===== src/design/icache_pkg.sv =====
`default_nettype none

package icache_pkg;

    // cache geometry
    localparam int NUM_WAYS    = 4;
    localparam int LINE_WORDS  = 4;   // 32-bit words per line
    localparam int OFFSET_BITS = 4;   // byte offset inside a 16-byte line

    // controller states
    typedef enum logic [2:0] {
        IDLE,
        LOOKUP,
        MISS_REQ,
        REFILL,
        WRITE_LINE,
        REPLY
    } cache_state_e;

    // sized to the 7-bit exception port toward the core
    typedef enum logic [6:0] {
        EXC_NONE        = 7'h00,
        EXC_PC_MISALIGN = 7'h01
    } exc_code_e;

    typedef logic [NUM_WAYS-1:0] way_mask_t;         // one-hot or zero
    typedef logic [LINE_WORDS*32-1:0] line_t;        // word 0 in the low bits

endpackage

`default_nettype wire


===== src/design/icache_fsm.sv =====
`timescale 1ns/1ps
`default_nettype none

module icache_fsm (
    input  logic                  clk,
    input  logic                  rst_n,
    input  logic                  valid,
    input  logic [1:0]            pc_low,
    input  icache_pkg::way_mask_t way_hit,
    input  logic                  fill_done,
    input  icache_pkg::way_mask_t victim_q,
    input  logic                  r_rdy,
    output logic                  ready,
    output logic                  rbuf_we,
    output logic                  mbuf_we,
    output logic                  lru_touch,
    output logic                  data_valid,
    output logic                  r_req,
    output logic                  r_data_ready,
    output icache_pkg::way_mask_t touch_way,
    output icache_pkg::way_mask_t tagv_we,
    output icache_pkg::way_mask_t mem_we,
    output icache_pkg::exc_code_e exception
);
    import icache_pkg::*;

    cache_state_e state;
    cache_state_e state_nxt;
    logic         misalign;
    logic         hit;

    assign misalign  = (pc_low != 2'b00);    // from the buffered pc
    assign hit       = |way_hit;
    assign exception = misalign ? EXC_PC_MISALIGN : EXC_NONE;   // held with the buffer

    always_ff @(posedge clk or negedge rst_n) begin
        if (!rst_n) begin
            state <= IDLE;
        end else begin
            state <= state_nxt;
        end
    end

    always_comb begin
        state_nxt    = state;
        ready        = 1'b0;
        rbuf_we      = 1'b0;
        mbuf_we      = 1'b0;
        lru_touch    = 1'b0;
        data_valid   = 1'b0;
        r_req        = 1'b0;
        r_data_ready = 1'b0;
        touch_way    = '0;
        tagv_we      = '0;
        mem_we       = '0;
        case (state)
            IDLE: begin
                ready   = 1'b1;
                rbuf_we = valid;                  // accept and start the array read
                if (valid) begin
                    state_nxt = LOOKUP;
                end
            end
            LOOKUP: begin
                if (misalign) begin
                    data_valid = 1'b1;            // answered without a lookup
                    state_nxt  = IDLE;
                end else if (hit) begin
                    data_valid = 1'b1;
                    lru_touch  = 1'b1;
                    touch_way  = way_hit;
                    state_nxt  = IDLE;
                end else begin
                    mbuf_we   = 1'b1;             // keep the lru victim for the refill
                    state_nxt = MISS_REQ;
                end
            end
            MISS_REQ: begin
                r_req = 1'b1;
                if (r_rdy) begin
                    state_nxt = REFILL;
                end
            end
            REFILL: begin
                r_data_ready = 1'b1;
                if (fill_done) begin
                    state_nxt = WRITE_LINE;
                end
            end
            WRITE_LINE: begin
                tagv_we   = victim_q;
                mem_we    = victim_q;
                lru_touch = 1'b1;
                touch_way = victim_q;
                state_nxt = REPLY;
            end
            REPLY: begin
                data_valid = 1'b1;                // data comes from the fill line
                state_nxt  = IDLE;
            end
            default: begin
                state_nxt = IDLE;
            end
        endcase
    end

    // the refill writes exactly one way of the set
    a_one_way_write: assert property (@(posedge clk) disable iff (!rst_n)
        (state == WRITE_LINE) |-> $onehot(victim_q));

endmodule

`default_nettype wire


===== config.mk =====
export PLATFORM = sky130hd
export DESIGN_NAME = icache_fsm
export DESIGN_NICKNAME = d
export VERILOG_FILES = /design/src/design/icache_pkg.sv /design/src/design/icache_fsm.sv
export SDC_FILE = /design/constraint.sdc
export NUM_CORES = 1
export LEC_CHECK = 0
export ABC_AREA = 1
export BUFFER_PORTS_ARGS = -buffer_cell sky130_fd_sc_hd__buf_2
export CORE_AREA = 4 4 43 45
export CTS_CLUSTER_DIAMETER = 150
export DETAILED_ROUTE_END_ITERATION = 16
export DIE_AREA = 0 0 47 49
export GPL_TIMING_DRIVEN = 0
export PLACE_DENSITY = 0.74
export SYNTH_ARGS = -nofsm -noshare
export SYNTH_HDL_FRONTEND = slang
export SYNTH_SLANG_ARGS = --single-unit

===== constraint.sdc =====
create_clock -name clk -period 1.14 [get_ports clk]
set_input_delay 0.228 -clock clk [delete_from_list [all_inputs] [get_ports clk]]
set_output_delay 0.228 -clock clk [all_outputs]
set_load 0.01 [all_outputs]

After elaboration in Yosys (flattened, before gate mapping)
Cells that the tools add are included.
{ "word_totals": {"mem_bits_ro": 0, "latchBits": 0, "reg_bits": 3, "ram_bits": 0, "memories": 0, "out_inout_bits": 26, "inputBits": 15} }
{ "op_classes": {"shifts": 0, "bitwise": 0, "n_lt_le_gt_ge": 0, "muxes": 23, "eq_ne": 8, "add_sub_neg": 0, "div": 0, "multipliers": 0, "reduce_logical": 4} }
{ "op_table": {"columns": ["op", "count"], "rows": [
  ["3-bit one-hot mux with 5 select lines", 1],
  ["4-bit two-way mux", 3],
  ["1-bit two-way mux", 11],
  ["3-bit two-way mux", 3],
  ["4-bit one-hot mux with 2 select lines", 1],
  ["3-bit by 2-bit equality test with 1-bit output (second input constant)", 2],
  ["3-bit equality test (second input constant)", 2],
  ["2-bit inequality test (second input constant)", 3],
  ["2-bit two-way mux", 2],
  ["1-bit one-hot mux with 2 select lines", 2],
  ["4-bit OR reduction", 1],
  ["3-bit by 1-bit equality test with 1-bit output (second input constant)", 1],
  ["3-bit zero test", 1],
  ["3-bit AND reduction", 1],
  ["2-bit nonzero test", 1]
]} }

Depth between registers and ports, before layout
{ "logic_depth": {"depth_word": 4, "mapped_depth": 7, "ltp_nobuf": 7} }

Worst setup path before layout
No wires, ideal clock.
{ "synth_timing": {"path_kind": "register -> output", "from": "register state[0]", "to": "output touch_way[1]", "stages_incl_launch_ff": 5, "t_arrival_ns": 1.135, "path_slack_ns": -0.223, "cell_sequence": "dfrtp_1 nor2_1 nand2_2 nor2_1 a31o_1"} }
{ "synth_via": {"elab_chain_cells": 2, "word_cells_on_any_way": 3, "cone_classes": "eq/ne (2); mux (1)"} }
{ "synth_rtl": {"columns": ["element", "line", "rtl"], "rows": [
  ["from (decl)", "icache_fsm.sv:27", "cache_state_e state;"],
  ["from (signal assigned)", "icache_fsm.sv:40", "state <= state_nxt;"],
  ["3-bit equality test or 3-bit by 1-bit equality test with 1-bit output (tied branches)", "icache_fsm.sv:56", "case (state)"],
  ["4-bit one-hot mux with 2 select lines (*)", "icache_fsm.sv:56", null],
  ["to (decl)", "icache_fsm.sv:20", "output icache_pkg::way_mask_t touch_way,"]
]} }
Mark *: on every way between the ends. The rest lies on a longest branch, timed or not.

Worst setup path after layout
Ends and elaborated chain as after synthesis.

==> impl_metrics.csv <==
group,metric,value,unit
floorplan,die_w,47,um
yosys,synth-seq-area-share,17.7,%
run_status,violations,"negative setup slack",
power,netSwitchingFraction,46.3,%
floorplan,dieArea,2300,um^2
detailed_routing,drt_iter0_drc,6,
detailed_routing,drcViolationCount,0,
detailed_routing,avgRoutedWirePerCell,10.9,um
detailed_routing,wl,1.55,mm
global_route,grt_pass1_wl,1.88,mm
timing,setup_viol,22,
layout,largestRegisters,"state x3",
placed_design,globalplace.congestion,0.754,
global_route,use_met3,5.90,%
clock_network,insertion_delay,230,ps
setup_path,r2r-start,"state[0]",
power,intPower,971,uW
timing,fin_skew,6.88,ps
power,p_per_area,1900,nW/um^2
clock_network,cts_buffer_depth,2,
power,power_leakage,0.532,nW
layout,regMostFlops,"state",
floorplan,dieHeight,49,um
floorplan,ioPinCount,41,
global_route,use_met1,11.5,%
yosys,synth_top_family_by_area,"simple AND/OR/NAND/NOR gates",
timing,fmax,0.651,GHz
global_route,overflow,0,
clock_network,cts_tree,"built",
yosys,synth_xor_area_share,0,%
setup_path,cp_max_fo,6,
global_route,antenna_found_initial,0,
yosys,synth_compound_area_share,15.9,%
detailed_routing,num_vias,636,
layout,final_nets,142,
placed_design,hpwl,1.04,mm
run_status,status,"finished, violations left",
setup_path,cp-end-kind,"output port",
yosys,synth.area.mux_share,0,%
global_route,grt_max_degree,8,
floorplan,core_area,1470,um^2
layout,drive_above_1_share,68.3,%
yosys,synth-simple-area-share,35.4,%
power,share_comb_of_total_power,76.1,%
yosys,syn_area_per_cell,6.06,um^2
global_route,met2_usage,19.2,%
timing,drv_slew,0,
layout,synthToLayoutAreaGrowth,124,%
yosys,ys_ff_latch,3,
yosys,ys_types,17,
global_route,grt_pass1_vias,501,
layout,largest_reg_flops,3,
placed_design,placed_cells,125,
setup_path,path_class,"register to output port",
clock_network,cts_max_level,1,
flow_run,max_cap_viol_count,0,
setup_path,setup.worst_path.start,"state[0]",
setup_path,worstPathRequired,910,ps
setup_path,critPathArrivalTime,1310,ps
placed_design,portBuffers,34,
clock_network,cts_root_buf,"clkbuf_4",
layout,diodes,0,
clock_network,cts_made_buffers,3,
power,seq_power_share,13.6,%
timing,setup_tns,-6280,ps
worst_hold_path,worstHoldStart,"fill_done",
layout,fill_cells,132,
timing,rsz0062_at_grt,"true",
power,ir_worst_vdd,1200,uV
yosys,syn-cell-area,424,um^2
power,p_clk_share,10.3,%
yosys,synth_fa_ha_area_share,0,%
timing,setup_ws,-395,ps
layout,fin_cells,142,
timing,layout_min_cycle_time,1540,ps
clock_network,clk_pin_slew,30,ps
detailed_routing,viasPerCell,4.48,
timing,hold_violations,0,
worst_hold_path,min_path_type,"input port to register",
yosys,yosysWarnings,0,
floorplan,num_rows,14,
yosys,synthCells,70,
power,p_switching,837,uW
global_route,track_usage,11.0,%
setup_path,worst_setup_path_start_kind,"register",
detailed_routing,drt_pass1_iterations,4,
detailed_routing,ant_nets,0,
global_route,grt_most_used_layer,"met2",
clock_network,cts_sinks,3,
floorplan,initial_utilization,28.8,%
timing,timing.final.crit_share,135,%
-- Yosys cell counts (all sizes together) --
library cell | n | area (um^2)
inv | 12 | 45.0
dfrtp | 3 | 75.1
conb | 1 | 3.75
a21oi | 1 | 5.00
a31o | 4 | 35.0
nand3 | 5 | 25.0
o21ai | 4 | 20.0
nand2 | 11 | 46.3
nor3 | 1 | 5.00
o21bai | 1 | 7.51
nor3b | 1 | 12.5
buf | 11 | 82.6
nor2 | 15 | 61.3
-- worst paths after layout --
path | end | slack, ps | cells past startpoint
worst max-delay path | touch_way[1] | -400 | 5
worst max register to register | state[2] | -140 | 6
max in group asynchronous | state[1] | 700 | 2
worst min-delay path | state[0] | 290 | 4
min in group asynchronous | state[2] | 320 | 2
worst min register to register | state[0] | 690 | 3
-- repair_timing --
item	CTS	global route
hold endpoints to repair	3	0
resized for setup	17	15
setup buffers	8	4
endpoints found under the setup margin	20	23
hold buffers	1	0
pin swaps	5	7
-- layout make-up --
class	instances	area, um^2	area share, %
tap	16	20.0	2.11
inverter	12	47.5	5.01
timing repair buffer	47	347	36.5
buffer	11	93.8	9.88
clock buffer	4	26.3	2.77
multi-input combinational	49	337	35.4
sequential	3	78.8	8.30
-- power groups by stage --
stage	logic (mW)	registers (mW)	clock network (mW)
2_1_floorplan	0.575	0.242	0
3_3_place_gp	0.808	0.254	0
3_5_place_dp	0.822	0.259	0
4_1_cts	1.11	0.244	0.197
5_1_grt	1.48	0.251	0.211
6_report	1.38	0.245	0.186
-- per-layer routing --
layer  wire, um  vias to the layer above  share of wire, %
met5          0                        -                 0
met4          0                        0                 0
met3        224                        0                14
met2        800                       46                52
met1        526                      274                34
li1           -                      316                 -
-- kinds of logic (layout without fill, tap and decap cells) --
family                 Yosys count  count (layout)
AO/OA/AOI/OAI                   10              10
buffers and inverters           23              74
flip-flops                       3               3
other                            1               6
AND/OR/NAND/NOR                 33              33
-- stage by stage --
stage | setup WS [ps] | utilization, % | power (mW) | hold slack, ps | area, um^2
after global routing | -467 | 64.5 | 1.94 | 317 | 950
after floorplan | -65.8 | - | 0.818 | -67.6 | 498
after detailed placement | -197 | 46.8 | 1.08 | 25.7 | 688
after CTS | -395 | 57.6 | 1.55 | 291 | 847
after global placement | -178 | 46.8 | 1.06 | 22.7 | 688
final | -395 | 64.5 | 1.81 | 294 | 950
-- worst max-delay path, stage by stage, from the launching register on --
cell     delay (ps)
dfrtp_2         420
nor2_4          150
nand2_4         120
nor2_4          130
a31o_1          120
buf_2           130
-- layout by cell type (no fill, tap or decap), drive strengths merged --
cell and count:
nor3 1, dlygate4sd3 1, o21bai 1, buf 57
clkbuf 4, nand3 5, a21oi 1, a31o 4
conb 6, inv 12, nor3b 1, dfrtp 3
nor2 15, nand2 11, o21ai 4
(Power assumes the default switching activity.)
