**src/design/icache_pkg.sv**
```systemverilog
`default_nettype none

package icache_pkg;

    // cache geometry
    localparam int NUM_WAYS    = 4;
    localparam int LINE_WORDS  = 4;   // 32-bit words per line
    localparam int OFFSET_BITS = 4;   // byte offset inside a 16-byte line

    // controller states
    typedef enum logic [2:0] {
        IDLE,
        LOOKUP,
        MISS_REQ,
        REFILL,
        WRITE_LINE,
        REPLY
    } cache_state_e;

    // sized to the 7-bit exception port toward the core
    typedef enum logic [6:0] {
        EXC_NONE        = 7'h00,
        EXC_PC_MISALIGN = 7'h01
    } exc_code_e;

    typedef logic [NUM_WAYS-1:0] way_mask_t;         // one-hot or zero
    typedef logic [LINE_WORDS*32-1:0] line_t;        // word 0 in the low bits

endpackage

`default_nettype wire

```
**src/design/lru_select.sv**
```systemverilog
`timescale 1ns/1ps
`default_nettype none

module lru_select #(
    parameter int NUM_SETS = 16
) (
    input  logic                  clk,
    input  logic                  rst_n,
    input  logic [31:0]           index_addr,
    input  logic                  touch,
    input  icache_pkg::way_mask_t touch_way,
    output icache_pkg::way_mask_t victim
);
    import icache_pkg::*;

    localparam int IDX_W = $clog2(NUM_SETS);
    localparam int AGE_W = $clog2(NUM_WAYS);

    logic [AGE_W-1:0] age [NUM_SETS][NUM_WAYS];   // 0 is most recent
    logic [IDX_W-1:0] idx;
    logic [AGE_W-1:0] touch_age;

    assign idx = index_addr[OFFSET_BITS +: IDX_W];

    always_comb begin
        touch_age = '0;
        for (int w = 0; w < NUM_WAYS; w++) begin
            if (touch_way[w]) begin
                touch_age = age[idx][w];
            end
        end
    end

    // ages stay a permutation, so exactly one way is oldest
    always_comb begin
        for (int w = 0; w < NUM_WAYS; w++) begin
            victim[w] = (age[idx][w] == AGE_W'(NUM_WAYS - 1));
        end
    end

    always_ff @(posedge clk or negedge rst_n) begin
        if (!rst_n) begin
            for (int s = 0; s < NUM_SETS; s++) begin
                for (int w = 0; w < NUM_WAYS; w++) begin
                    age[s][w] <= AGE_W'(w);         // way 3 goes first
                end
            end
        end else if (touch) begin
            for (int w = 0; w < NUM_WAYS; w++) begin
                if (touch_way[w]) begin
                    age[idx][w] <= '0;
                end else if (age[idx][w] < touch_age) begin
                    age[idx][w] <= age[idx][w] + 1'b1;
                end
            end
        end
    end

endmodule

`default_nettype wire

```
**config.mk**
```make
export PLATFORM = sky130hd
export DESIGN_NAME = lru_select
export DESIGN_NICKNAME = d
export VERILOG_FILES = /design/src/design/icache_pkg.sv /design/src/design/lru_select.sv
export SDC_FILE = /design/constraint.sdc
export NUM_CORES = 1
export LEC_CHECK = 0
export ABC_AREA = 1
export BUFFER_PORTS_ARGS = -buffer_cell sky130_fd_sc_hd__buf_2
export CELL_PAD_IN_SITES_DETAIL_PLACEMENT = 2
export CELL_PAD_IN_SITES_GLOBAL_PLACEMENT = 2
export CORE_MARGIN = 2
export CORE_UTILIZATION = 33
export CTS_BUF_LIST = sky130_fd_sc_hd__clkbuf_8
export DETAILED_ROUTE_END_ITERATION = 7
export HOLD_SLACK_MARGIN = 0.05
export PLACE_DENSITY_LB_ADDON = 0.05
export SKIP_CTS_REPAIR_TIMING = 1
export SLEW_MARGIN = 15
export SYNTH_ARGS = -nofsm -noshare
export SYNTH_HDL_FRONTEND = slang
export SYNTH_SLANG_ARGS = --single-unit
```
**constraint.sdc**
```tcl
create_clock -name clk -period 5.53 [get_ports clk]
set_input_delay 1.106 -clock clk [delete_from_list [all_inputs] [get_ports clk]]
set_output_delay 1.106 -clock clk [all_outputs]
set_load 0.05 [all_outputs]
```
* Word level (Yosys, flattened, before mapping)
Index checks and enable logic that the tools add are counted.
** Operators by class
- Add/sub/neg operators :: 4
- Multiply operators :: 0
- Divide/modulo/power cells :: 0
- $lt $le $gt $ge :: 6
- Eq/ne operators :: 4
- Shifts and indexed selects :: 0
- Muxes and demuxes :: 30
- Bitwise logic cells :: 9
- Reduce and logical (&&, ||, !) cells :: 1
** Operator list (count)
- 128-bit 2-to-1 mux :: 11
- 128-bit bitwise AND :: 4
- 128-bit bitwise mux :: 4
- 128-bit inverter :: 4
- 8-bit demux with 4-bit select :: 4
- 8-bit binary-select mux with 4-bit select :: 1
- 8-bit 2-to-1 mux :: 3
- 2-bit 2-to-1 mux :: 5
- 2-bit by 1-bit adder with 2-bit output (second input constant) :: 4
- 2-bit == test (second input constant) :: 4
- 2-bit < comparator :: 4
- 6-bit 2-to-1 mux :: 1
- 5-bit >= comparator (second input constant) :: 1
- 5-bit by 1-bit < comparator with 1-bit output (second input constant) :: 1
- 4-bit inverter with 5-bit output :: 1
- 4-bit 2-to-1 mux :: 1
- 1-bit logical AND :: 1
** Storage, ports and cells
- Register bits after elaboration :: 128
- Bits in latches :: 0
- Memory bits (writable) :: 0
- ROM bits :: 0
- Input bits :: 39
- Output and inout bits :: 4
- Word-level logic and storage cells :: 118
- Memories :: 0

* Longest topological paths before layout
Gate-level depths: netlist (run 1).
- Depth in word-level cells :: 23
- Gate-level depth with buffers :: 22
- Mapped depth without buffers :: 19

* Worst setup path before layout (run 1)
No wires, ideal clock.
- Kind :: input to output
- From :: input index_addr[4]
- To :: output victim[0]
- Arrival :: 2.708 ns
- Required time :: 4.424 ns
- Path slack :: 1.716 ns
- Cell stages on the path :: 12
- Path buffers :: 2
- Cells stage by stage :: buf_6 -> inv_4 -> nand2_2 -> inv_2 -> nand2_1 -> nand3_1 -> nand2_1 -> nand2_1 -> nor2_1 -> clkinv_1 -> clkbuf_1 -> ha_1
** Between the ends
- Cells in the longest elaborated chain, start to end :: 5
** RTL lines
- start: declaration :: line lru_select.sv:9 : input logic [31:0] index_addr,
- 4-bit inverter with 5-bit output (implied by the code) :: line lru_select.sv:37 : victim[w] = (age[idx][w] == AGE_W'(NUM_WAYS - 1));
- 8-bit binary-select mux with 4-bit select :: line lru_select.sv:37
- 8-bit 2-to-1 mux (2 in a row)
- 2-bit == test :: line lru_select.sv:37
- end: declaration :: line lru_select.sv:12 : output icache_pkg::way_mask_t victim
No other way between the ends. The select of a mux whose other input is x is not followed.

* Final worst setup path (run 1)
- From :: input index_addr[4]
- To :: output victim[3]
** Between the ends
- Cells in the longest elaborated chain, start to end :: 5
** RTL lines (line)
- 4-bit inverter with 5-bit output (implied by the code) :: lru_select.sv:37
- 8-bit binary-select mux with 4-bit select :: lru_select.sv:37
- 8-bit 2-to-1 mux (implied by the code) (2 in a row) :: lru_select.sv:37
- 2-bit == test :: lru_select.sv:37
No other way between the ends. The select of a mux whose other input is x is not followed.

==> results of run 1 <==
## metrics by stage
step	instances	utilization [%]	cell area, um2	total power, mW
6_report	1911	36.21	10420	2.345
5_1_grt	1911	36.21	10420	2.455
4_1_cts	1911	36.21	10420	2.380
3_5_place_dp	1879	34.84	10030	1.483
3_3_place_gp	1879	34.84	10030	1.471
2_1_floorplan	1543	-	9659	1.311
## layout by cell type, fill, tap and decap left out, drive strengths merged
master and n:
nand2 576, nand3 335, nor2 116, inv 79, o21ai 67, dfstp 64, dfrtp 64, a21oi 53
buf 53, a22oi 33, clkinv 25, clkbuf 17, nor3 16, o22ai 8, ha 8, nand4 6
clkinvlp 3, bufinv 2, or4 1, o21bai 1
## power by group
part           switching (mW)  internal, mW
sequential             0.0227         0.974
combinational           0.363         0.106
clock                   0.474         0.405
## per-layer routing
metal	share of wire (%)	routed length (um)	track usage [%]	vias up
li1	-	-	-	4995
met1	47	18930	36.45	5458
met2	48	19560	47.45	160
met3	3.1	1256	3.285	39
met4	2.1	849	7.639	0
met5	0	0	0	-
## final cells by class
type	instances	area share, %
Tap cell	384	4.610
Clock buffer	17	2.245
Multi-Input combinational cell	1220	52.76
Clock inverter	15	1.549
Inverter	94	3.434
Timing Repair Buffer	53	3.902
Sequential cell	128	31.50
## critical path, stage by stage
cell and delay [ns]:
buf_2 0.32, inv_4 0.16, nand2_2 0.25, inv_2 0.31, a22oi_1 0.28, a21oi_1 0.13
or4_1 0.62, ha_1 0.27, buf_2 0.22
## kinds of logic after synthesis
| family | count (synthesis) |
|---|---|
| AO/OA/AOI/OAI | 162 |
| flip-flops | 128 |
| adder cells (fa/ha/maj) | 8 |
| AND/OR/NAND/NOR | 1050 |
| buffers and inverters | 195 |
## worst max-delay path by stage
stage,end,slack [ns],cells after the start
2_1_floorplan,victim[0],1.72,12
5_1_grt,age[64],0.61,14
6_report,victim[3],0.75,9
3_5_place_dp,age[0],0.38,14
3_3_place_gp,age[0],0.43,14
4_1_cts,victim[3],0.72,9
==> flow_metrics.tcl, run 1 <==
set metrics [dict create \
    critPathArrivalTime_ns 3.67 \
    cts_buffers 17 \
    grt_start_max_net_pins 96 \
    cts_tree "done" \
    overflow 0 \
    crit_path_end_kind "output pin" \
    drt-total-wl_mm 40.59 \
    synth_cell_type_count 31 \
    ys.flop_type "dfstp_2" \
    rr_endpoint "age[64]" \
    drc 0 \
    tns_ns 0 \
    grt_setup_unrepaired "false" \
    synthCells 1543 \
    slew_viol_final 0 \
    dp_hpwl_mm 25.62 \
    max_freq_ghz 0.2093 \
    hold_path_end "age[76]" \
    ant_nets 0 \
    finClkSkew_ns 0.01276 \
    multi_input_area_um2 5498 \
    synthMostInstantiatedCell "nand2_1" \
    nets 1561 \
    synth_top_family_by_area "simple AND/OR/NAND/NOR gates" \
    clk_pin_slew_ns 0.09 \
    yosys-top-cells-area "nand2_1, dfstp_2, nand3_1" \
    place_ws_ns 0.3759 \
    grt_pass1_wl_mm 64.95 \
    layout_min_cycle_time_ns 4.777 \
    nFillCells 3612 \
    fp.dieW_um 175.1 \
    startpoint "index_addr[4]" \
    reg2reg_depth 10 \
    reg.largest.list "age (128)" \
    max_cap_viol_count 0 \
    largest_register_ffs 128 \
    root_buffer "clkbuf_8" \
    yosysSeqAreaShare_pct 33.99 \
    firstDrtPassIters 5 \
    synth_compound_area_share_pct 9.456 \
    initial_core_util_pct 33.56 \
    cts_buffer_depth 2 \
    hp-start "age[76]" \
    vdd_ir_drop_max_mv 0.1438 \
    yosysWarnings 0 \
    syn2layout_area_growth_pct 7.888 \
    critPathLaunchType "input pin" \
    synth_top_area_share_pct 22.11 \
    synthSimpleGateAreaFrac_pct 46.42 \
    ios 43 \
    avgSynthCellArea_um2 6.260 \
    hp-class "reg2reg" \
    cts.sinks 128 \
    synthXorXnorAreaFrac_pct 0 \
    place_congestion 0.7754 \
    grt_antenna_before_repair 0 \
    track_usage_pct 27.57 \
    drtIter0Drc 623 \
    syn_area_um2 9659 \
    reg2reg_slack_ns 2.27 \
    synthMuxAreaShare_pct 0 \
    row_count 62 \
    top_register "age" \
    slew_headroom_pct 34.47 \
    status "finished, final reports clean" \
    die_h_um 175.1 \
    synth_commonest_cells "nand2_1, nand3_1, nor2_1, inv_1" \
    setup_viol 0 \
    worst_slew_pin_slew_ns 0.9830 \
    io_buffers 14 \
    r2r-start "age[121]" \
    synth_top_cell_by_area "nand2_1" \
    routed_via_density 5.574 \
    grt_pass1_vias 11430 \
    whs_ns 0.4801 \
    drive_above_1_share_pct 11.66 \
    p_leak_nw 4.926 \
    synth_fp_nets 1590 \
    path_class "in2out" \
    seqCellArea_um2 3283 \
    min_path_cells 2 \
    p_per_area_nw_per_um2 225.0 \
    synth_async_sr_flop_share_pct 100.0 \
    core_area_um2 28780 \
    wl_per_cell_um 21.24 \
    routed-via-count 10650 \
    hold_viol 0 \
    fin_ws_ns 0.7526 \
    synth_edf_count 0 \
    path_max_fanout 17 \
    synth_seq_cells 128 \
    antenna_cells 0 \
    synth_fa_ha_area_share_pct 1.036 \
    fin_crit_sh_pct 86.39 \
    required_ns 4.42 \
    die_area_um2 30650 \
    cts_htree_levels 4 \
    worstSkewPairLatency_ns 0.50 \
]
Note: power is estimated with default switching activity, not from simulation.
==> inputs of run 2 (changes only) <==
- CTS_BUF_LIST: sky130_fd_sc_hd__clkbuf_8 -> sky130_fd_sc_hd__clkbuf_4
==> run 2 against run 1 <==
  * Core utilization fell by 0.35 points
  * Clock power fell by 17%
  * Largest power group unchanged
  * Die area stayed put
  * First-iteration DRC count decreased by 7.2%
  * Power shrank 6.3%
  * Combinational power about the same
  * Fmax shrank 0.19%
  * Global-route usage is 0.093 points lower
  * Register-to-register slack about the same
  * Sequential cell count unchanged
==> flow_metrics.tcl, run 2 (same netlist as run 1, synthesis figures left out) <==
set metrics [dict create \
    rr_endpoint "age[104]" \
    grt_pass1_vias 11490 \
    tns_ns 0 \
    nets 1561 \
    cts_buffers 17 \
    placed_area_um2 10030 \
    overflow 0 \
    fp.dieW_um 175.1 \
    finClkSkew_ns 0.02563 \
    place_congestion 0.7754 \
    fin_crit_sh_pct 86.56 \
    cts.sinks 128 \
    mostFrequentLayoutCell "nand2_1" \
    die_area_um2 30650 \
    reg2reg_slack_ns 2.27 \
    drt-total-wl_mm 40.37 \
    p_per_area_nw_per_um2 212.9 \
    busiest_layer "met2" \
    finalPower_mw 2.197 \
    io_buffers 14 \
    root_buffer "clkbuf_4" \
    routed-via-count 10700 \
    grtUsageMet2_pct 47.04 \
    grt_start_max_net_pins 96 \
    initial_core_util_pct 33.56 \
    crit_end "victim[3]" \
    fin_ws_ns 0.7434 \
    grtUsageMet3_pct 3.285 \
    routed_via_density 5.595 \
    reg2reg_depth 10 \
    vdd_ir_drop_max_mv 0.1026 \
    status "finished, final reports clean" \
    hold_viol 0 \
    cts_tree "done" \
    dp_hpwl_mm 25.62 \
    path_max_fanout 17 \
    min_path_cells 2 \
    stdcell_area_um2 10320 \
    startpoint "index_addr[4]" \
    nFillCells 3609 \
    critPathLaunchType "input pin" \
    crit_path_end_kind "output pin" \
    clk_pin_slew_ns 0.13 \
    grt_pass1_wl_mm 64.91 \
    core_area_um2 28780 \
    hp-class "reg2reg" \
    worst_slew_pin_slew_ns 0.9762 \
    cts_htree_levels 4 \
    row_count 62 \
    wl_per_cell_um 21.11 \
    place_ws_ns 0.3759 \
    drive_above_1_share_pct 11.72 \
    max_cap_viol_count 0 \
    path_class "in2out" \
    firstDrtPassIters 5 \
    die_h_um 175.1 \
    slew_viol_final 0 \
    critPathArrivalTime_ns 3.68 \
    p_leak_nw 4.882 \
    final_cell_mix "nand2_1, nand3_1, nor2_1" \
    largest_register_ffs 128 \
    grt_setup_unrepaired "false" \
    ant_nets 0 \
    drc 0 \
    track_usage_pct 27.47 \
    top_register "age" \
    slew_headroom_pct 34.92 \
    worstSkewPairLatency_ns 0.63 \
    drtIter0Drc 578 \
    max_freq_ghz 0.2089 \
    required_ns 4.42 \
    met1_usage_pct 36.40 \
    cts_buffer_depth 2 \
    r2r-start "age[121]" \
    syn2layout_area_growth_pct 6.852 \
    setup_viol 0 \
    layout_min_cycle_time_ns 4.787 \
    reg.largest.list "age (128)" \
    grt_antenna_before_repair 1 \
    ios 43 \
]
==> run 2: changes by cell type in the layout (fill, tap and decap cells not counted), sizes merged <==
cell	delta
clkbuf	+1
diode	+1
inv	-1
==> run 2: final cells by class <==
type / count / area (um2) / share of cell area [%]
sequential: 128 / 3283 / 31.81
multi-input combinational: 1220 / 5498 / 53.27
inverter: 94 / 357.8 / 3.467
clock inverter: 14 / 157.7 / 1.527
antenna: 1 / 2.502 / 0.02425
timing repair buffer: 53 / 406.6 / 3.940
tap: 384 / 480.5 / 4.655
clock buffer: 18 / 135.1 / 1.309
==> run 2: routing by layer <==
layer,wire (um),part of all wire (%),vias to the layer above
li1,-,-,5003
met1,18840,47,5483
met2,19340,48,162
met3,1190,2.9,50
met4,991,2.5,0
met5,0,0,-
==> run 2: worst min path at each step <==
stage | startpoint | to | slack [ns]
after floorplan | age[108] | age[108] | 0.45
after global placement | age[76] | age[76] | 0.46
after detailed placement | age[75] | age[75] | 0.47
after CTS | age[76] | age[76] | 0.49
after global routing | age[51] | age[51] | 0.51
final | age[76] | age[76] | 0.49
==> run 2: power breakdown <==
group | leakage (nW) | internal (mW) | total, mW | switching, mW
sequential | 1.55 | 0.975 | 0.998 | 0.0226
combinational | 3.18 | 0.106 | 0.468 | 0.362
clock | 0.150 | 0.280 | 0.731 | 0.452
total | 4.88 | 1.36 | 2.20 | 0.837
==> run 2: metrics by stage <==
stage	util (%)	instances	hold WS [ns]
2_1_floorplan	-	1543	0.4538
3_3_place_gp	34.84	1879	0.4638
3_5_place_dp	34.84	1879	0.4701
4_1_cts	35.85	1911	0.4903
5_1_grt	35.86	1912	0.5097
6_report	35.86	1912	0.4863
==> run 2: critical path, cell delays in order <==
cell     delay, ns
buf_2         0.32
inv_4         0.16
nand2_2       0.26
inv_2         0.31
a22oi_1       0.30
a21oi_1       0.10
or4_1         0.63
ha_1          0.26
buf_2         0.22
==> inputs of run 3 (changes only) <==
- CELL_PAD_IN_SITES_DETAIL_PLACEMENT: 2 -> unset
- CELL_PAD_IN_SITES_GLOBAL_PLACEMENT: 2 -> unset
==> run 3 against run 2 <==
  * Clock-buffer cell count did not move
  * Combinational power fell by 4%
  * Critical path type unchanged
  * Power fell by 1.4%
  * Highest routed layer unchanged
  * Core utilization barely moved
  * Worst hold slack got worse by 0.0010 ns
==> flow_metrics.tcl, run 3 (same netlist as run 1, synthesis figures left out) <==
set metrics [dict create \
    row_count 62 \
    drive_above_1_share_pct 11.71 \
    io_buffers 14 \
    vdd_ir_drop_max_mv 0.1364 \
    mostFrequentLayoutCell "nand2_1" \
    grt_setup_unrepaired "false" \
    status "finished, final reports clean" \
    wl_per_cell_um 18.29 \
    max_stage_delay_ns 0.80 \
    netSwitchingFraction_pct 37.22 \
    crit_slowest_cell "nor2_2" \
    slew_viol_final 0 \
    crit_family "simple AND/OR/NAND/NOR gates" \
    required_ns 4.42 \
    hp-start "age[116]" \
    routed_via_density 5.192 \
    finClkSkew_ns 0.03167 \
    overflow 0 \
    place_ws_ns 0.7834 \
    critPathLaunchType "input pin" \
    fin_crit_sh_pct 83.89 \
    p_switching_mw 0.8063 \
    cts_tree "done" \
    firstDrtPassIters 7 \
    dp_hpwl_mm 20.82 \
    clkPwrFrac_pct 33.3 \
    drt-total-wl_mm 34.98 \
    die_h_um 175.1 \
    hp-class "reg2reg" \
    nets 1562 \
    layout_min_cycle_time_ns 4.639 \
    tns_ns 0 \
    reg.largest.list "age (128)" \
    grt_start_max_net_pins 93 \
    die_area_um2 30650 \
    ios 43 \
    drc 0 \
    cts_buffer_depth 2 \
    final_cell_mix "nand2_1, nand3_1, nor2_1" \
    grt_pass1_wl_mm 54.72 \
    worstSkewPairLatency_ns 0.61 \
    drtIter0Drc 783 \
    cts_buffers 17 \
    worst_slew_pin_slew_ns 0.9934 \
    path_class "in2out" \
    max_cap_viol_count 0 \
    cts_htree_levels 4 \
    p_per_area_nw_per_um2 210.0 \
    path_max_fanout 10 \
    path_cells "buf_2, nor2_2, buf_4, inv_2, o22ai_1, o21ai_2, nand2_1, nor2_2, ha_1, buf_2" \
    routed-via-count 9932 \
    placed_area_um2 10020 \
    initial_core_util_pct 33.56 \
    slew_headroom_pct 33.70 \
    critPathArrivalTime_ns 3.53 \
    clk_pin_slew_ns 0.14 \
    fin_ws_ns 0.8908 \
    hold_viol 0 \
    root_buffer "clkbuf_4" \
    crit_path_end_kind "output pin" \
    cell_internal_pwr_mw 1.360 \
    power_frac_seq_pct 46.0 \
    stdcell_area_um2 10310 \
    p_leak_nw 4.877 \
    combinationalPowerShare_pct 20.7 \
    track_usage_pct 23.44 \
    grt_antenna_before_repair 1 \
    syn2layout_area_growth_pct 6.788 \
    fp.dieW_um 175.1 \
    max_freq_ghz 0.2156 \
    setup_viol 0 \
    core_area_um2 28780 \
    nFillCells 3216 \
    cp_num_buf_inv 4 \
    r2r-start "age[25]" \
    grt_pass1_vias 9374 \
    largest_register_ffs 128 \
    place_congestion 0.7969 \
    ant_nets 0 \
    top_register "age" \
    cts.sinks 128 \
    startpoint "index_addr[4]" \
]
==> run 3: changes by cell type in the layout (fill, tap and decap cells not counted) <==
cell / previous run / this run
buf_4: 36 / 38
clkinv_4: 4 / 2
buf_12: 3 / 2
clkinv_1: 20 / 21
clkinvlp_4: 3 / 4
inv_2: 4 / 3
inv_6: 4 / 5
==> run 3: final cells by class <==
type | count | area [um2] | area share, %
multi-input cells | 1220 | 5498 | 53.30
flip-flops and latches | 128 | 3283 | 31.83
well taps | 384 | 480.5 | 4.658
repair buffers | 54 | 401.6 | 3.894
inverters | 94 | 357.8 | 3.469
clock inverters | 14 | 156.4 | 1.516
clock buffers | 18 | 135.1 | 1.310
diodes | 1 | 2.502 | 0.02426
==> run 3: worst register-to-register path, delay by kind of cell, from the launching register on <==
| family | cells | cell delay, ns |
|---|---|---|
| and+or+nand+nor | 5 | 1.21 |
| DFF | 1 | 0.40 |
| adders and majority gates | 1 | 0.35 |
| AOI/OAI and AO/OA | 4 | 1.27 |
==> run 3: power by group through the flow <==
stage	Clock, mW	Combinational (mW)	Sequential (mW)
final	0.721	0.449	0.997
after CTS	0.745	0.450	0.997
after global placement	0	0.448	1.01
after global routing	0.788	0.497	1.00
after floorplan	0	0.306	1.01
after detailed placement	0	0.450	1.01
==> run 3: worst paths after layout <==
kind                             end  slack [ns]  cells past startpoint
min in group asynchronous    age[70]        0.56                      1
hold / removal              age[116]        0.49                      2
setup / recovery           victim[3]        0.89                     10
max in group asynchronous    age[60]        3.80                      2
setup reg to reg            age[104]        2.23                     10
hold reg to reg             age[116]        0.49                      2
==> run 3: routing by layer <==
layer | wire, um | GRT usage (%) | vias up | share of wire [%]
met2 | 15610 | 37.68 | 240 | 45
met4 | 949 | 7.222 | 0 | 2.7
met5 | 0 | 0 | - | 0
met3 | 1713 | 3.960 | 45 | 4.9
met1 | 16710 | 32.16 | 4631 | 48
li1 | - | - | 5016 | -
==> run 3: stage by stage <==
stage                     instances  util (%)  total power, mW  hold WS (ns)
after floorplan                1543         -            1.311        0.4538
after global placement         1880     34.82            1.461        0.4665
after detailed placement       1880     34.82            1.461        0.4663
after CTS                      1912     35.83            2.191        0.4886
after global routing           1913     35.84            2.286        0.4959
final                          1913     35.84            2.166        0.4853
