$ cat config.mk
export PLATFORM = sky130hd
export DESIGN_NAME = refill_buffer
export DESIGN_NICKNAME = d
export VERILOG_FILES = /design/src/design/icache_pkg.sv /design/src/design/refill_buffer.sv
export SDC_FILE = /design/constraint.sdc
export NUM_CORES = 1
export LEC_CHECK = 0
export BUFFER_PORTS_ARGS = -buffer_cell sky130_fd_sc_hd__buf_2
export CORE_MARGIN = 3
export CORE_UTILIZATION = 28
export DETAILED_ROUTE_END_ITERATION = 10
export SYNTH_ARGS = -nofsm -noshare
export SYNTH_HDL_FRONTEND = slang
export SYNTH_SLANG_ARGS = --single-unit
export TNS_END_PERCENT = 100
$ cat constraint.sdc
create_clock -name clk -period 5.4 [get_ports clk]
set_input_delay 1.08 -clock clk [delete_from_list [all_inputs] [get_ports clk]]
set_output_delay 1.08 -clock clk [all_outputs]
set_load 0.02 [all_outputs]
$ cat src/design/icache_pkg.sv
`default_nettype none

package icache_pkg;

    // cache geometry
    localparam int NUM_WAYS    = 4;
    localparam int LINE_WORDS  = 4;   // 32-bit words per line
    localparam int OFFSET_BITS = 4;   // byte offset inside a 16-byte line

    // controller states
    typedef enum logic [2:0] {
        IDLE,
        LOOKUP,
        MISS_REQ,
        REFILL,
        WRITE_LINE,
        REPLY
    } cache_state_e;

    // sized to the 7-bit exception port toward the core
    typedef enum logic [6:0] {
        EXC_NONE        = 7'h00,
        EXC_PC_MISALIGN = 7'h01
    } exc_code_e;

    typedef logic [NUM_WAYS-1:0] way_mask_t;         // one-hot or zero
    typedef logic [LINE_WORDS*32-1:0] line_t;        // word 0 in the low bits

endpackage

`default_nettype wire

$ cat src/design/refill_buffer.sv
`timescale 1ns/1ps
`default_nettype none

module refill_buffer (
    input  logic              clk,
    input  logic              rst_n,
    input  logic              ret_valid,
    input  logic              ret_last,
    input  logic [31:0]       r_data_axi,
    output logic              fill_done,
    output icache_pkg::line_t line
);
    import icache_pkg::*;

    localparam int CNT_W = $clog2(LINE_WORDS);

    logic [CNT_W-1:0] beat_cnt;       // word slot of the next beat

    always_ff @(posedge clk or negedge rst_n) begin
        if (!rst_n) begin
            beat_cnt  <= '0;
            fill_done <= 1'b0;
        end else begin
            fill_done <= ret_valid && ret_last;      // line register complete now
            if (ret_valid) begin
                if (ret_last) begin
                    beat_cnt <= '0;
                end else begin
                    beat_cnt <= beat_cnt + 1'b1;
                end
            end
        end
    end

    // beats come in ascending order from the line base
    always_ff @(posedge clk) begin
        if (ret_valid) begin
            line[beat_cnt*32 +: 32] <= r_data_axi;
        end
    end

    // the bus always returns a full line in one burst
    a_last_beat: assert property (@(posedge clk) disable iff (!rst_n)
        (ret_valid && ret_last) |-> (beat_cnt == CNT_W'(LINE_WORDS - 1)));

endmodule

`default_nettype wire

# Word-level counts from Yosys, hierarchy flattened
# Index checks and enable logic that the tools add are counted.
word_totals:
  reg_bits: 131
  in_bits: 36
op_classes:
  shift: 2
  n_reduce_logical: 1
  mux: 2
  add_sub_neg: 2
op_table:
  columns: ["op", "count"]
  rows:
  - ["128-bit bitwise mux", 1]
  - ["32-bit by 34-bit variable shift with 128-bit output (first input constant)", 1]
  - ["32-bit by 34-bit indexed part select with 128-bit output", 1]
  - ["7-bit negation with 34-bit output", 1]
  - ["2-bit by 1-bit adder with 2-bit output (second input constant)", 1]
  - ["2-bit 2-to-1 mux", 1]
  - ["1-bit logical AND", 1]

# Logic depth before layout (Yosys ltp)
# Gate-level depths: netlist of run 1.
logic_depth:
  ltp_word: 3
  depth_mapped: 6
  ltp_nobuf: 4

# Worst setup path before layout of run 1
# Ideal clock, no wire load.
synth_timing:
  kind: "in2reg"
  from: "input ret_valid"
  to: "register line[100], enable pin"
  slack_ns: 3.133
  required_time_ns: 5.008
  stages: 1
  arrival_time_ns: 1.875
  cell_sequence: "and2_1"
synth_lines:
  columns: ["element", "line", "text"]
  rows:
  - ["start: declaration", "refill_buffer.sv:7", "input logic ret_valid,"]
  - ["end signal: indexed assignment", "refill_buffer.sv:38", "line[beat_cnt*32 +: 32] <= r_data_axi;"]
  - ["end: declaration", "refill_buffer.sv:11", "output icache_pkg::line_t line"]
# No word-level cell between the ends.

# Worst setup path in the final report of run 1
layout_timing:
  from: "register beat_cnt[0]"
  to: "register line[88], data pin"
layout_via:
  elab_chain_len: 3
  word_cells_on_any_way: 4
layout_lines:
  columns: ["element", "line", "text"]
  rows:
  - ["start: declaration", "refill_buffer.sv:17", "logic [CNT_W-1:0] beat_cnt;"]
  - ["start signal: assignment", "refill_buffer.sv:29", "beat_cnt <= beat_cnt + 1'b1;"]
  - ["7-bit negation with 34-bit output (*)", "refill_buffer.sv:38", null]
  - ["32-bit by 34-bit indexed part select with 128-bit output / 32-bit by 34-bit variable shift with 128-bit output (equally long branches)", "refill_buffer.sv:38", null]
  - ["128-bit bitwise mux (*)", "refill_buffer.sv:38", null]
# Mark *: on every way between the ends. The rest lies on a longest branch, timed or not.
# A chain may end at the register's enable or synchronous reset.

==> results of run 1 <==
power breakdown:
| part | internal, mW | total, mW | switching (mW) |
|---|---|---|---|
| clock | 0.671 | 1.08 | 0.407 |
| sequential | 1.19 | 1.21 | 0.0189 |
| combinational | 0.0910 | 0.285 | 0.194 |
cell usage after synthesis:
| library cell | n |
|---|---|
| and2_1 | 97 |
| and2_2 | 30 |
| and3_1 | 2 |
| and3b_1 | 1 |
| and4bb_4 | 1 |
| buf_6 | 4 |
| clkbuf_1 | 3 |
| clkbuf_2 | 6 |
| dfrtp_1 | 3 |
| edfxtp_1 | 128 |
| ha_1 | 5 |
| inv_1 | 2 |
| nand2_1 | 1 |
| nand3b_1 | 2 |
| nor2_1 | 3 |
| nor2b_1 | 1 |
| nor3_1 | 2 |
| nor3b_2 | 1 |
| nor4b_4 | 1 |
| o21ai_0 | 1 |
| o22ai_1 | 1 |
| or2b_1 | 1 |
| or3b_2 | 1 |
sequential cells by signal, summed over array words and instances, names as in the netlist:
register and count:
line 128, beat_cnt 2, fill_done 1
path summary, 6_finish.rpt:
check,start,end,depth (start not counted)
worst min register to register,beat_cnt[1]$_DFFE_PN0P_,beat_cnt[1]$_DFFE_PN0P_,2
worst max register to register,beat_cnt[0]$_DFFE_PN0P_,line[88]$_DFFE_PP_,5
worst max-delay path,beat_cnt[0]$_DFFE_PN0P_,line[88]$_DFFE_PP_,5
min in group clk,beat_cnt[1]$_DFFE_PN0P_,beat_cnt[1]$_DFFE_PN0P_,2
max in group asynchronous,rst_n,beat_cnt[1]$_DFFE_PN0P_,1
worst min-delay path,rst_n,beat_cnt[0]$_DFFE_PN0P_,1
kinds of logic (layout without fill, tap and decap cells):
kind of cell               count (synthesis)  after routing  synth area share [%]
AOI/OAI and AO/OA                          2              2                 0.223
adders and majority gates                  5              5                  1.24
buffers and inverters                     15            199                  1.86
DFF                                      131            131                  77.5
and+or+nand+nor                          144            144                  19.2
final cells by class:
class,instances,area [um^2],share of cell area (%)
flip-flops and latches,131,3920,59.0
inverters,2,7.51,0.113
clock inverters,11,113,1.69
well taps,225,282,4.24
multi-input cells,151,1050,15.9
clock buffers,20,437,6.57
repair buffers,166,836,12.6
per-layer routing:
| layer | track usage (%) | part of all wire [%] |
|---|---|---|
| met3 | 4.30 | 6.2 |
| met4 | 4.49 | 1.4 |
| met1 | 15.3 | 42 |
| met5 | 0 | 0.17 |
| met2 | 20.5 | 50 |
==> metrics.md, run 1 <==
| Metric | Value |
|---|---|
| Min Tclk post-route | `2.76 ns` |
| Total number of yosys warnings | `0` |
| Flops & latches, synth | `131` |
| GRT Total Usage | `12.5%` |
| Hold Path Class | `primary input to async pin` |
| Number of I/O pins | `165` |
| CP delay by family, top | `simple AND/OR/NAND/NOR gates` |
| Detailed Route WL | `12,200 um` |
| Die X | `140 um` |
| Critical path's largest stage delay | `0.85 ns` |
| Vias | `2,964` |
| Drt via density | `4.20` |
| Final period utilization | `51.2%` |
| TNS Setup | `0 ns` |
| Cell chosen for the clock root | `clkbuf_16` |
| Largest net degree at the start of global routing | `33` |
| Clk Latency, worst-skew pair | `0.41 ns` |
| First-pass GRT wire length | `18,400 um` |
| CP cell instances | `inv_1, ha_1, nor4b_4, buf_4, and2_2` |
| # fillers | `1,679` |
| Die ar. | `0.0197 mm^2` |
| Max Cap Violations | `0` |
| CTS Buf Count | `17` |
| Synth area leader | `edfxtp_1` |
| Routed WL per cell | `17.3 um` |
| Finished Layout Cells | `706` |
| Rel. slew slack | `24.7%` |
| GRT overflow | `0` |
| Setup Crit Path Kind | `flip-flop to flip-flop` |
| Std-Cell Rows | `48` |
| Layout cells sized above 1 | `47.8%` |
| Commonest non-fill, non-tap cell in the layout | `buf_2` |
| Post-Syn Instances | `297` |
| Max Clock Freq | `362 MHz` |
| Commonest cells after routing, fill and taps aside | `164 x buf_2, 128 x edfxtp_1, 93 x and2_1` |
| Buffer and inverter count on the worst path | `2` |
| Max Buffers Root-to-Sink | `2` |
| Synth top area cells | `edfxtp_1 76%, and2_1 12%, and2_2 4.5%, dfrtp_1 1.5%, ha_1 1.2%` |
| Area Growth Syn to Fin | `31.5%` |
| Number of global-route vias before repair | `3,134` |
| Setup Buffers After CTS | `0` |
| RSZ-0062 raised after global routing | `false` |
| Iter 0 DRT Violations | `140` |
| Mapped Avg Cell Area | `17.0 um^2` |
| Status | `finished, final reports clean` |
| TritonCTS clock tree | `built` |
| Final Hold Viols | `0` |
| GP Congestion | `0.746` |
| Slew Limit Fails | `0` |
| Pre-CTS setup slack | `2.63 ns` |
| Seq/Total Area, Yosys | `77.5%` |
| Post-CTS sizing | `0` |
| Library cells used by synthesis | `23` |
| CP Capture Type | `flip-flop` |
| Worst Path Max Fanout | `17` |
| HPWL after DPL | `8040 um` |
| Core area | `0.0175 mm^2` |
| DR DRC count | `0` |
| Final ANT Viol Nets | `0` |
| Die Ht | `140 um` |
| Final Instance Area | `0.00665 mm^2` |
| Reg2Reg Setup Slack | `2.64 ns` |
| Power per cell area | `387 mW/mm^2` |
| Post-CTS Hold Fix Bufs | `0` |
| Total Power | `2.57 mW` |
| Post-synth net total | `338` |
| Slowest-stage cell, CP | `nor4b_4` |
| Dpl cell area | `0.00610 mm^2` |
| # clock sinks | `131` |
| # nets final | `510` |
| Util after Layout | `38.0%` |
| Inst Count DP | `675` |
| Clock Skew | `0.00919 ns` |
| Initial Utilization | `28.9%` |
| Clock slew at reported path FFs | `0.06 ns` |
| Top cell type's share of synthesized area | `76.0%` |
| Worst vdd ir | `202 uV` |
| Leakage power | `2.74 nW` |
| Slew @ Worst Pin | `1.13 ns` |
| WHS | `0.452 ns` |
| # diodes | `0` |
| WP data arrival | `3.04 ns` |
| Worst setup margin | `2.64 ns` |
| Crit path required time | `5.68 ns` |
| DRT Pass-1 Iters | `4` |
| IO buf count | `164` |
| Final setup viols | `0` |
| H-tree depth | `4` |
| Initial antenna violation count | `2` |
| Post-Syn Area | `0.00505 mm^2` |
| Startpoint Class | `flip-flop` |
No activity file was read; power rests on OpenSTA's default activity.
==> run 2: changes to the inputs <==
ABC_AREA = 1   (was unset)
clock period = 2.3 ns   (was 5.4 ns; I/O delays follow)
==> run 2 against run 1 <==
First-iteration DRC count up 29%; synthesized area down 2.0%; sequential share of layout area down 0.73 points; critical path type unchanged.
==> metrics.md, run 2 <==
| Metric | Value |
|---|---|
| Status | `finished, final reports clean` |
| Routed WL per cell | `17.3 um` |
| Worst r2r dst | `line[108]$_DFFE_PP_` |
| Cell chosen for the clock root | `clkbuf_16` |
| DR DRC count | `0` |
| CTS Buf Count | `17` |
| Clock slew at reported path FFs | `0.06 ns` |
| Util after Layout | `38.9%` |
| First-pass GRT wire length | `20,800 um` |
| Post-synth EDFFs | `128` |
| Flops & latches, synth | `131` |
| Startpoint Class | `flip-flop` |
| Worst vdd ir | `523 uV` |
| Die Ht | `139 um` |
| CP Capture Type | `flip-flop` |
| DR WL met2 | `6560 um` |
| Metal-1 WL | `5400 um` |
| Number of I/O pins | `165` |
| HPWL after DPL | `9760 um` |
| GP Congestion | `0.873` |
| IO buf count | `164` |
| Area Growth Syn to Fin | `35.8%` |
| Leakage power | `2.84 nW` |
| Layout cells sized above 1 | `38.1%` |
| Library cells used by synthesis | `12` |
| Top sig layer | `met5` |
| Finished Layout Cells | `787` |
| Synth area leader | `edfxtp_1` |
| Met3 WL post-DR | `1100 um` |
| Critical path's largest stage delay | `0.36 ns` |
| Reg2Reg Setup Slack | `0.49 ns` |
| Core area | `0.0173 mm^2` |
| Rel. slew slack | `70.5%` |
| Max Cap Violations | `0` |
| Mapped Avg Cell Area | `13.2 um^2` |
| Commonest cells after routing, fill and taps aside | `164 x buf_2, 128 x nor2_1, 128 x edfxtp_1` |
| R2r startpoint | `beat_cnt[0]$_DFFE_PN0P_` |
| Clock Skew | `0.00472 ns` |
| Max Buffers Root-to-Sink | `2` |
| Setup Crit Path Kind | `flip-flop to flip-flop` |
| Slew @ Worst Pin | `0.442 ns` |
| Std-Cell Rows | `48` |
| Power per cell area | `1000 mW/mm^2` |
| Largest net degree at the start of global routing | `36` |
| Clk Latency, worst-skew pair | `0.41 ns` |
| Initial Utilization | `28.6%` |
| # fillers | `1,652` |
| Die ar. | `0.0193 mm^2` |
| H-tree depth | `4` |
| RSZ-0062 raised after global routing | `false` |
| Synth top area cells | `edfxtp_1 78%, nor2_1 9.7%, nand2_1 4.9%, buf_2 1.5%, dfrtp_1 1.5%` |
| Worst path depth | `5` |
| WHS | `0.263 ns` |
| Hold Startpoint | `ret_last` |
| CP cell instances | `buf_4, ha_1, nand2_1, inv_1, buf_12` |
| Final ANT Viol Nets | `0` |
| Most flops, register | `line` |
| Buffer and inverter count on the worst path | `3` |
| Max reg flops | `128` |
| Number of global-route vias before repair | `3,609` |
| Post-synth net total | `416` |
| # clock sinks | `131` |
| Hold Crit Depth | `3` |
| # diodes | `0` |
| Drt via density | `4.39` |
| Commonest non-fill, non-tap cell in the layout | `buf_2` |
| Max Clock Freq | `552 MHz` |
| Hold EP | `fill_done$_DFF_PN0_` |
| Post-synth top cells | `128 x edfxtp_1, 128 x nor2_1, 65 x nand2_1` |
| Min Tclk post-route | `1.81 ns` |
| DRT Pass-1 Iters | `6` |
| Final Hold Viols | `0` |
| WP data arrival | `1.92 ns` |
| Setup Buffers After CTS | `0` |
| Post-synthesis async set-or-reset flop share | `2.29%` |
| Worst R2R Path Depth | `5` |
| Final period utilization | `78.7%` |
| Initial antenna violation count | `1` |
| Detailed Route WL | `13,600 um` |
| Slew Limit Fails | `0` |
| Seq/Total Area, Yosys | `79.1%` |
| GRT Total Usage | `14.3%` |
| Largest registers | `line x128, beat_cnt x2, fill_done x1` |
| Vias | `3,452` |
| Iter 0 DRT Violations | `180` |
| Slowest-stage cell, CP | `dfrtp_1` |
| Total number of yosys warnings | `0` |
| Inst Count DP | `754` |
| TritonCTS clock tree | `built` |
| Hold Path Class | `primary input to flip-flop` |
| Post-Syn Instances | `375` |
| Die X | `139 um` |
| Worst Path Max Fanout | `35` |
| Synth Flop Type | `edfxtp_1` |
| TNS Setup | `0 ns` |
| Crit path required time | `2.40 ns` |
| Final setup viols | `0` |
| GRT overflow | `0` |
| Post-Syn Area | `0.00495 mm^2` |
| CP delay by family, top | `buffers and inverters` |
| Top cell type's share of synthesized area | `77.6%` |
| # nets final | `590` |
-- run 2: changes by cell type after synthesis, moves of 6 or more --
cell / change
nor2_1: +125
nand3_1: +6
inv_1: +9
and2_2: -30
nand2_2: +8
nand2_1: +64
buf_2: +15
clkbuf_2: -6
and2_1: -97
-- run 2: per-layer routing --
metal	vias to the layer above	GRT usage, %
met5	-	0
met4	2	7.16
met3	35	4.79
met2	188	23.0
met1	1628	17.1
li1	1599	-
-- run 2: power breakdown --
part           switching [mW]  internal, mW  total, mW
sequential             0.0391          2.79       2.83
clock                   0.996          2.13       3.13
combinational           0.600         0.199      0.799
-- run 2: final cells by class --
cell class	instances	area (um^2)	share of cell area, %
clock buffer	17	425	6.32
clock inverter	15	262	3.89
inverter	12	45.0	0.669
multi-input combinational	212	867	12.9
sequential	131	3920	58.2
tap	225	282	4.18
timing repair buffer	175	931	13.8
-- run 2: worst max-delay path by stage --
stage / from / endpoint / slack [ns]
global route: beat_cnt[0]$_DFFE_PN0P_ / line[111]$_DFFE_PP_ / 0.36
finish: beat_cnt[0]$_DFFE_PN0P_ / line[108]$_DFFE_PP_ / 0.49
CTS: beat_cnt[0]$_DFFE_PN0P_ / line[113]$_DFFE_PP_ / 0.46
floorplan: beat_cnt[0]$_DFFE_PN0P_ / line[0]$_DFFE_PP_ / 0.24
detailed placement: beat_cnt[0]$_DFFE_PN0P_ / line[113]$_DFFE_PP_ / 0.47
global placement: beat_cnt[0]$_DFFE_PN0P_ / line[111]$_DFFE_PP_ / 0.50
-- run 2: cell families (layout without fill, tap and decap cells) --
family / count (synthesis) / after routing / share of synthesized area (%)
flip-flops: 131 / 131 / 79.1
buffers and inverters: 32 / 219 / 3.41
AND/OR/NAND/NOR: 207 / 207 / 16.2
adder cells (fa/ha/maj): 5 / 5 / 1.26
-- run 2: what timing repair did --
item,in CTS,in global routing
endpoints found under the hold margin,3,0
resized for setup,0,0
hold buffers,1,0
-- run 2: worst reg2reg max path, stage by stage, from the launching register on --
cell	delay, ns
dfrtp_1	0.36
buf_4	0.36
ha_1	0.22
nand2_1	0.05
inv_1	0.27
buf_12	0.24
-- run 2: per-stage QoR --
step / total power, mW / area [um^2] / setup WS [ns]
CTS: 6.83 / 6730 / 0.463
global placement: 3.68 / 6030 / 0.498
finish: 6.76 / 6730 / 0.489
detailed placement: 3.69 / 6030 / 0.475
global route: 7.04 / 6730 / 0.358
floorplan: 3.39 / 4950 / 0.236
==> run 3: changes to the inputs <==
ABC_AREA = 0   (was 1)
clock period = 1.6 ns   (was 2.3 ns; I/O delays follow)
==> run 3 against run 2 <==
Sequential power is 44% higher; total power is 40% higher; cell count is 6.6% lower; cell area is 5.9% higher; flip-flop and latch count stayed put; non-clock buffer count is 18 higher; via count is 11% lower; clock skew is 0.0036 ns higher; count of clock-buffer cells in the layout stayed put; fmax is 14% higher; combinational power is 54% higher; largest cell class unchanged; worst hold slack worse by 0.14 ns.
==> metrics.md, run 3 (synthesis gave the netlist of run 1 again) <==
| Metric | Value |
|---|---|
| Vias | `3,088` |
| Clk Latency, worst-skew pair | `0.41 ns` |
| GRT overflow | `0` |
| DR DRC count | `0` |
| Rel. slew slack | `82.3%` |
| Power share of the sequential group | `42.9%` |
| Setup Crit Path Kind | `flip-flop to flip-flop` |
| Max reg flops | `128` |
| Sw frac | `23.4%` |
| Routed WL per cell | `17.8 um` |
| Worst Path Max Fanout | `12` |
| WP data arrival | `1.75 ns` |
| Crit path required time | `1.76 ns` |
| First-pass GRT wire length | `19,500 um` |
| Power per cell area | `1330 mW/mm^2` |
| # nets final | `538` |
| Max Buffers Root-to-Sink | `2` |
| Int Power | `7.26 mW` |
| Max Cap Violations | `0` |
| Combinational share of power | `12.9%` |
| Largest registers | `line x128, beat_cnt x2, fill_done x1` |
| Dpl cell area | `0.00632 mm^2` |
| Die Ht | `140 um` |
| RSZ-0062 raised after global routing | `true` |
| Core area | `0.0175 mm^2` |
| Number of global-route vias before repair | `3,318` |
| Worst vdd ir | `681 uV` |
| Die X | `140 um` |
| Die ar. | `0.0197 mm^2` |
| Number of I/O pins | `165` |
| P_sw | `2.22 mW` |
| Reg2Reg Setup Slack | `0.01 ns` |
| Critical path's largest stage delay | `0.38 ns` |
| Layout cells sized above 1 | `52.2%` |
| Clock power share | `44.1%` |
| Final ANT Viol Nets | `0` |
| Initial antenna violation count | `1` |
| Final setup viols | `0` |
| Initial Utilization | `28.9%` |
| Hold Path Class | `primary input to flip-flop` |
| CP Capture Type | `flip-flop` |
| Most flops, register | `line` |
| Leakage power | `2.97 nW` |
| H-tree depth | `4` |
| Startpoint Class | `flip-flop` |
| Inst Count DP | `693` |
| DRT Pass-1 Iters | `4` |
| Commonest cells after routing, fill and taps aside | `164 x buf_2, 128 x edfxtp_1, 93 x and2_1` |
| Slew @ Worst Pin | `0.265 ns` |
| CTS Buf Count | `17` |
| Util after Layout | `40.8%` |
| Final Hold Viols | `0` |
| # diodes | `0` |
| Clock slew at reported path FFs | `0.06 ns` |
| Final Instance Area | `0.00713 mm^2` |
| TritonCTS clock tree | `built` |
| CP cell instances | `inv_2, ha_4, nor4b_4, buf_4, buf_6, and2_2` |
| Iter 0 DRT Violations | `156` |
| Area Growth Syn to Fin | `41.1%` |
| # clock sinks | `131` |
| Pre-CTS setup slack | `-0.0440 ns` |
| GRT Total Usage | `13.3%` |
| CP delay by family, top | `buffers and inverters` |
| Min Tclk post-route | `1.59 ns` |
| Std-Cell Rows | `48` |
| Slew Limit Fails | `0` |
| Clock Skew | `0.00828 ns` |
| Commonest non-fill, non-tap cell in the layout | `buf_2` |
| HPWL after DPL | `8760 um` |
| Detailed Route WL | `13,000 um` |
| Max Clock Freq | `630 MHz` |
| Final period utilization | `99.3%` |
| Slowest-stage cell, CP | `dfrtp_1` |
| Largest net degree at the start of global routing | `23` |
| Status | `finished, final reports clean` |
| Cell chosen for the clock root | `clkbuf_16` |
| Buffer and inverter count on the worst path | `3` |
| Finished Layout Cells | `735` |
| IO buf count | `164` |
| Worst setup margin | `0.0117 ns` |
| Drt via density | `4.20` |
| GP Congestion | `0.712` |
==> run 3: cell types whose count changed in the layout (fill, tap and decap cells not counted), sizes merged, moves of 2 or more <==
cell / before / now
and2: 0 / 127
and4bb: 0 / 2
inv: 12 / 2
nor2: 128 / 3
nor3: 0 / 2
clkinv: 6 / 8
bufinv: 7 / 5
nand3b: 0 / 2
buf: 174 / 191
and3: 0 / 2
nand3: 6 / 0
nand2: 73 / 1
==> run 3: power groups by stage <==
stage	logic, mW	clock network (mW)	registers [mW]
floorplan	0.416	0	4.36
global placement	1.09	0	4.14
detailed placement	1.13	0	4.14
CTS	1.19	4.26	4.07
global route	1.33	4.43	4.08
finish	1.23	4.18	4.07
==> run 3: layer usage <==
metal | GRT usage, % | vias up | part of all wire, %
met5 | 0 | - | 0.10
met4 | 4.28 | 2 | 1.3
met3 | 4.40 | 17 | 5.7
met2 | 22.5 | 96 | 51
met1 | 16.0 | 1530 | 42
li1 | - | 1443 | -
==> run 3: path summary, 6_finish.rpt <==
kind	from	to	cells after the start
max	beat_cnt[0]$_DFFE_PN0P_	line[72]$_DFFE_PP_	6
min	ret_last	beat_cnt[1]$_DFFE_PN0P_	2
max reg2reg	beat_cnt[0]$_DFFE_PN0P_	line[72]$_DFFE_PP_	6
min reg2reg	beat_cnt[1]$_DFFE_PN0P_	beat_cnt[1]$_DFFE_PN0P_	3
max in group asynchronous	rst_n	beat_cnt[0]$_DFFE_PN0P_	2
min in group asynchronous	rst_n	fill_done$_DFF_PN0_	2
==> run 3: area by class of cell <==
cell class,instances,area [um^2]
fill,1638,10300
sequential,131,3920
timing repair buffer,193,1170
multi-input combinational,152,1110
clock buffer,17,425
tap,225,282
clock inverter,15,214
inverter,2,7.51
==> run 3: through the flow <==
stage | TNS (ns) | hold slack [ns] | total power, mW
detailed placement | -0.873 | 0.122 | 5.27
global route | -0.179 | 0.142 | 9.84
floorplan | 0 | 0.0244 | 4.78
finish | 0 | 0.127 | 9.48
global placement | -0.228 | 0.119 | 5.23
CTS | 0 | 0.105 | 9.53
==> run 3: worst reg2reg max path: stages, from the launching register on <==
cell and delay, ns:
dfrtp_1 0.38, inv_2 0.11, ha_4 0.23, nor4b_4 0.14, buf_4 0.15, buf_6 0.14, and2_2 0.19
==> run 3: timing repair <==
action / in CTS / in global routing
gates cloned: 1 / 2
hold buffers: 1 / 0
gates resized for setup: 2 / 29
endpoints found under the hold margin: 3 / 0
setup buffers: 1 / 6
endpoints found under the setup margin: 40 / 80
pin swaps: 2 / 3
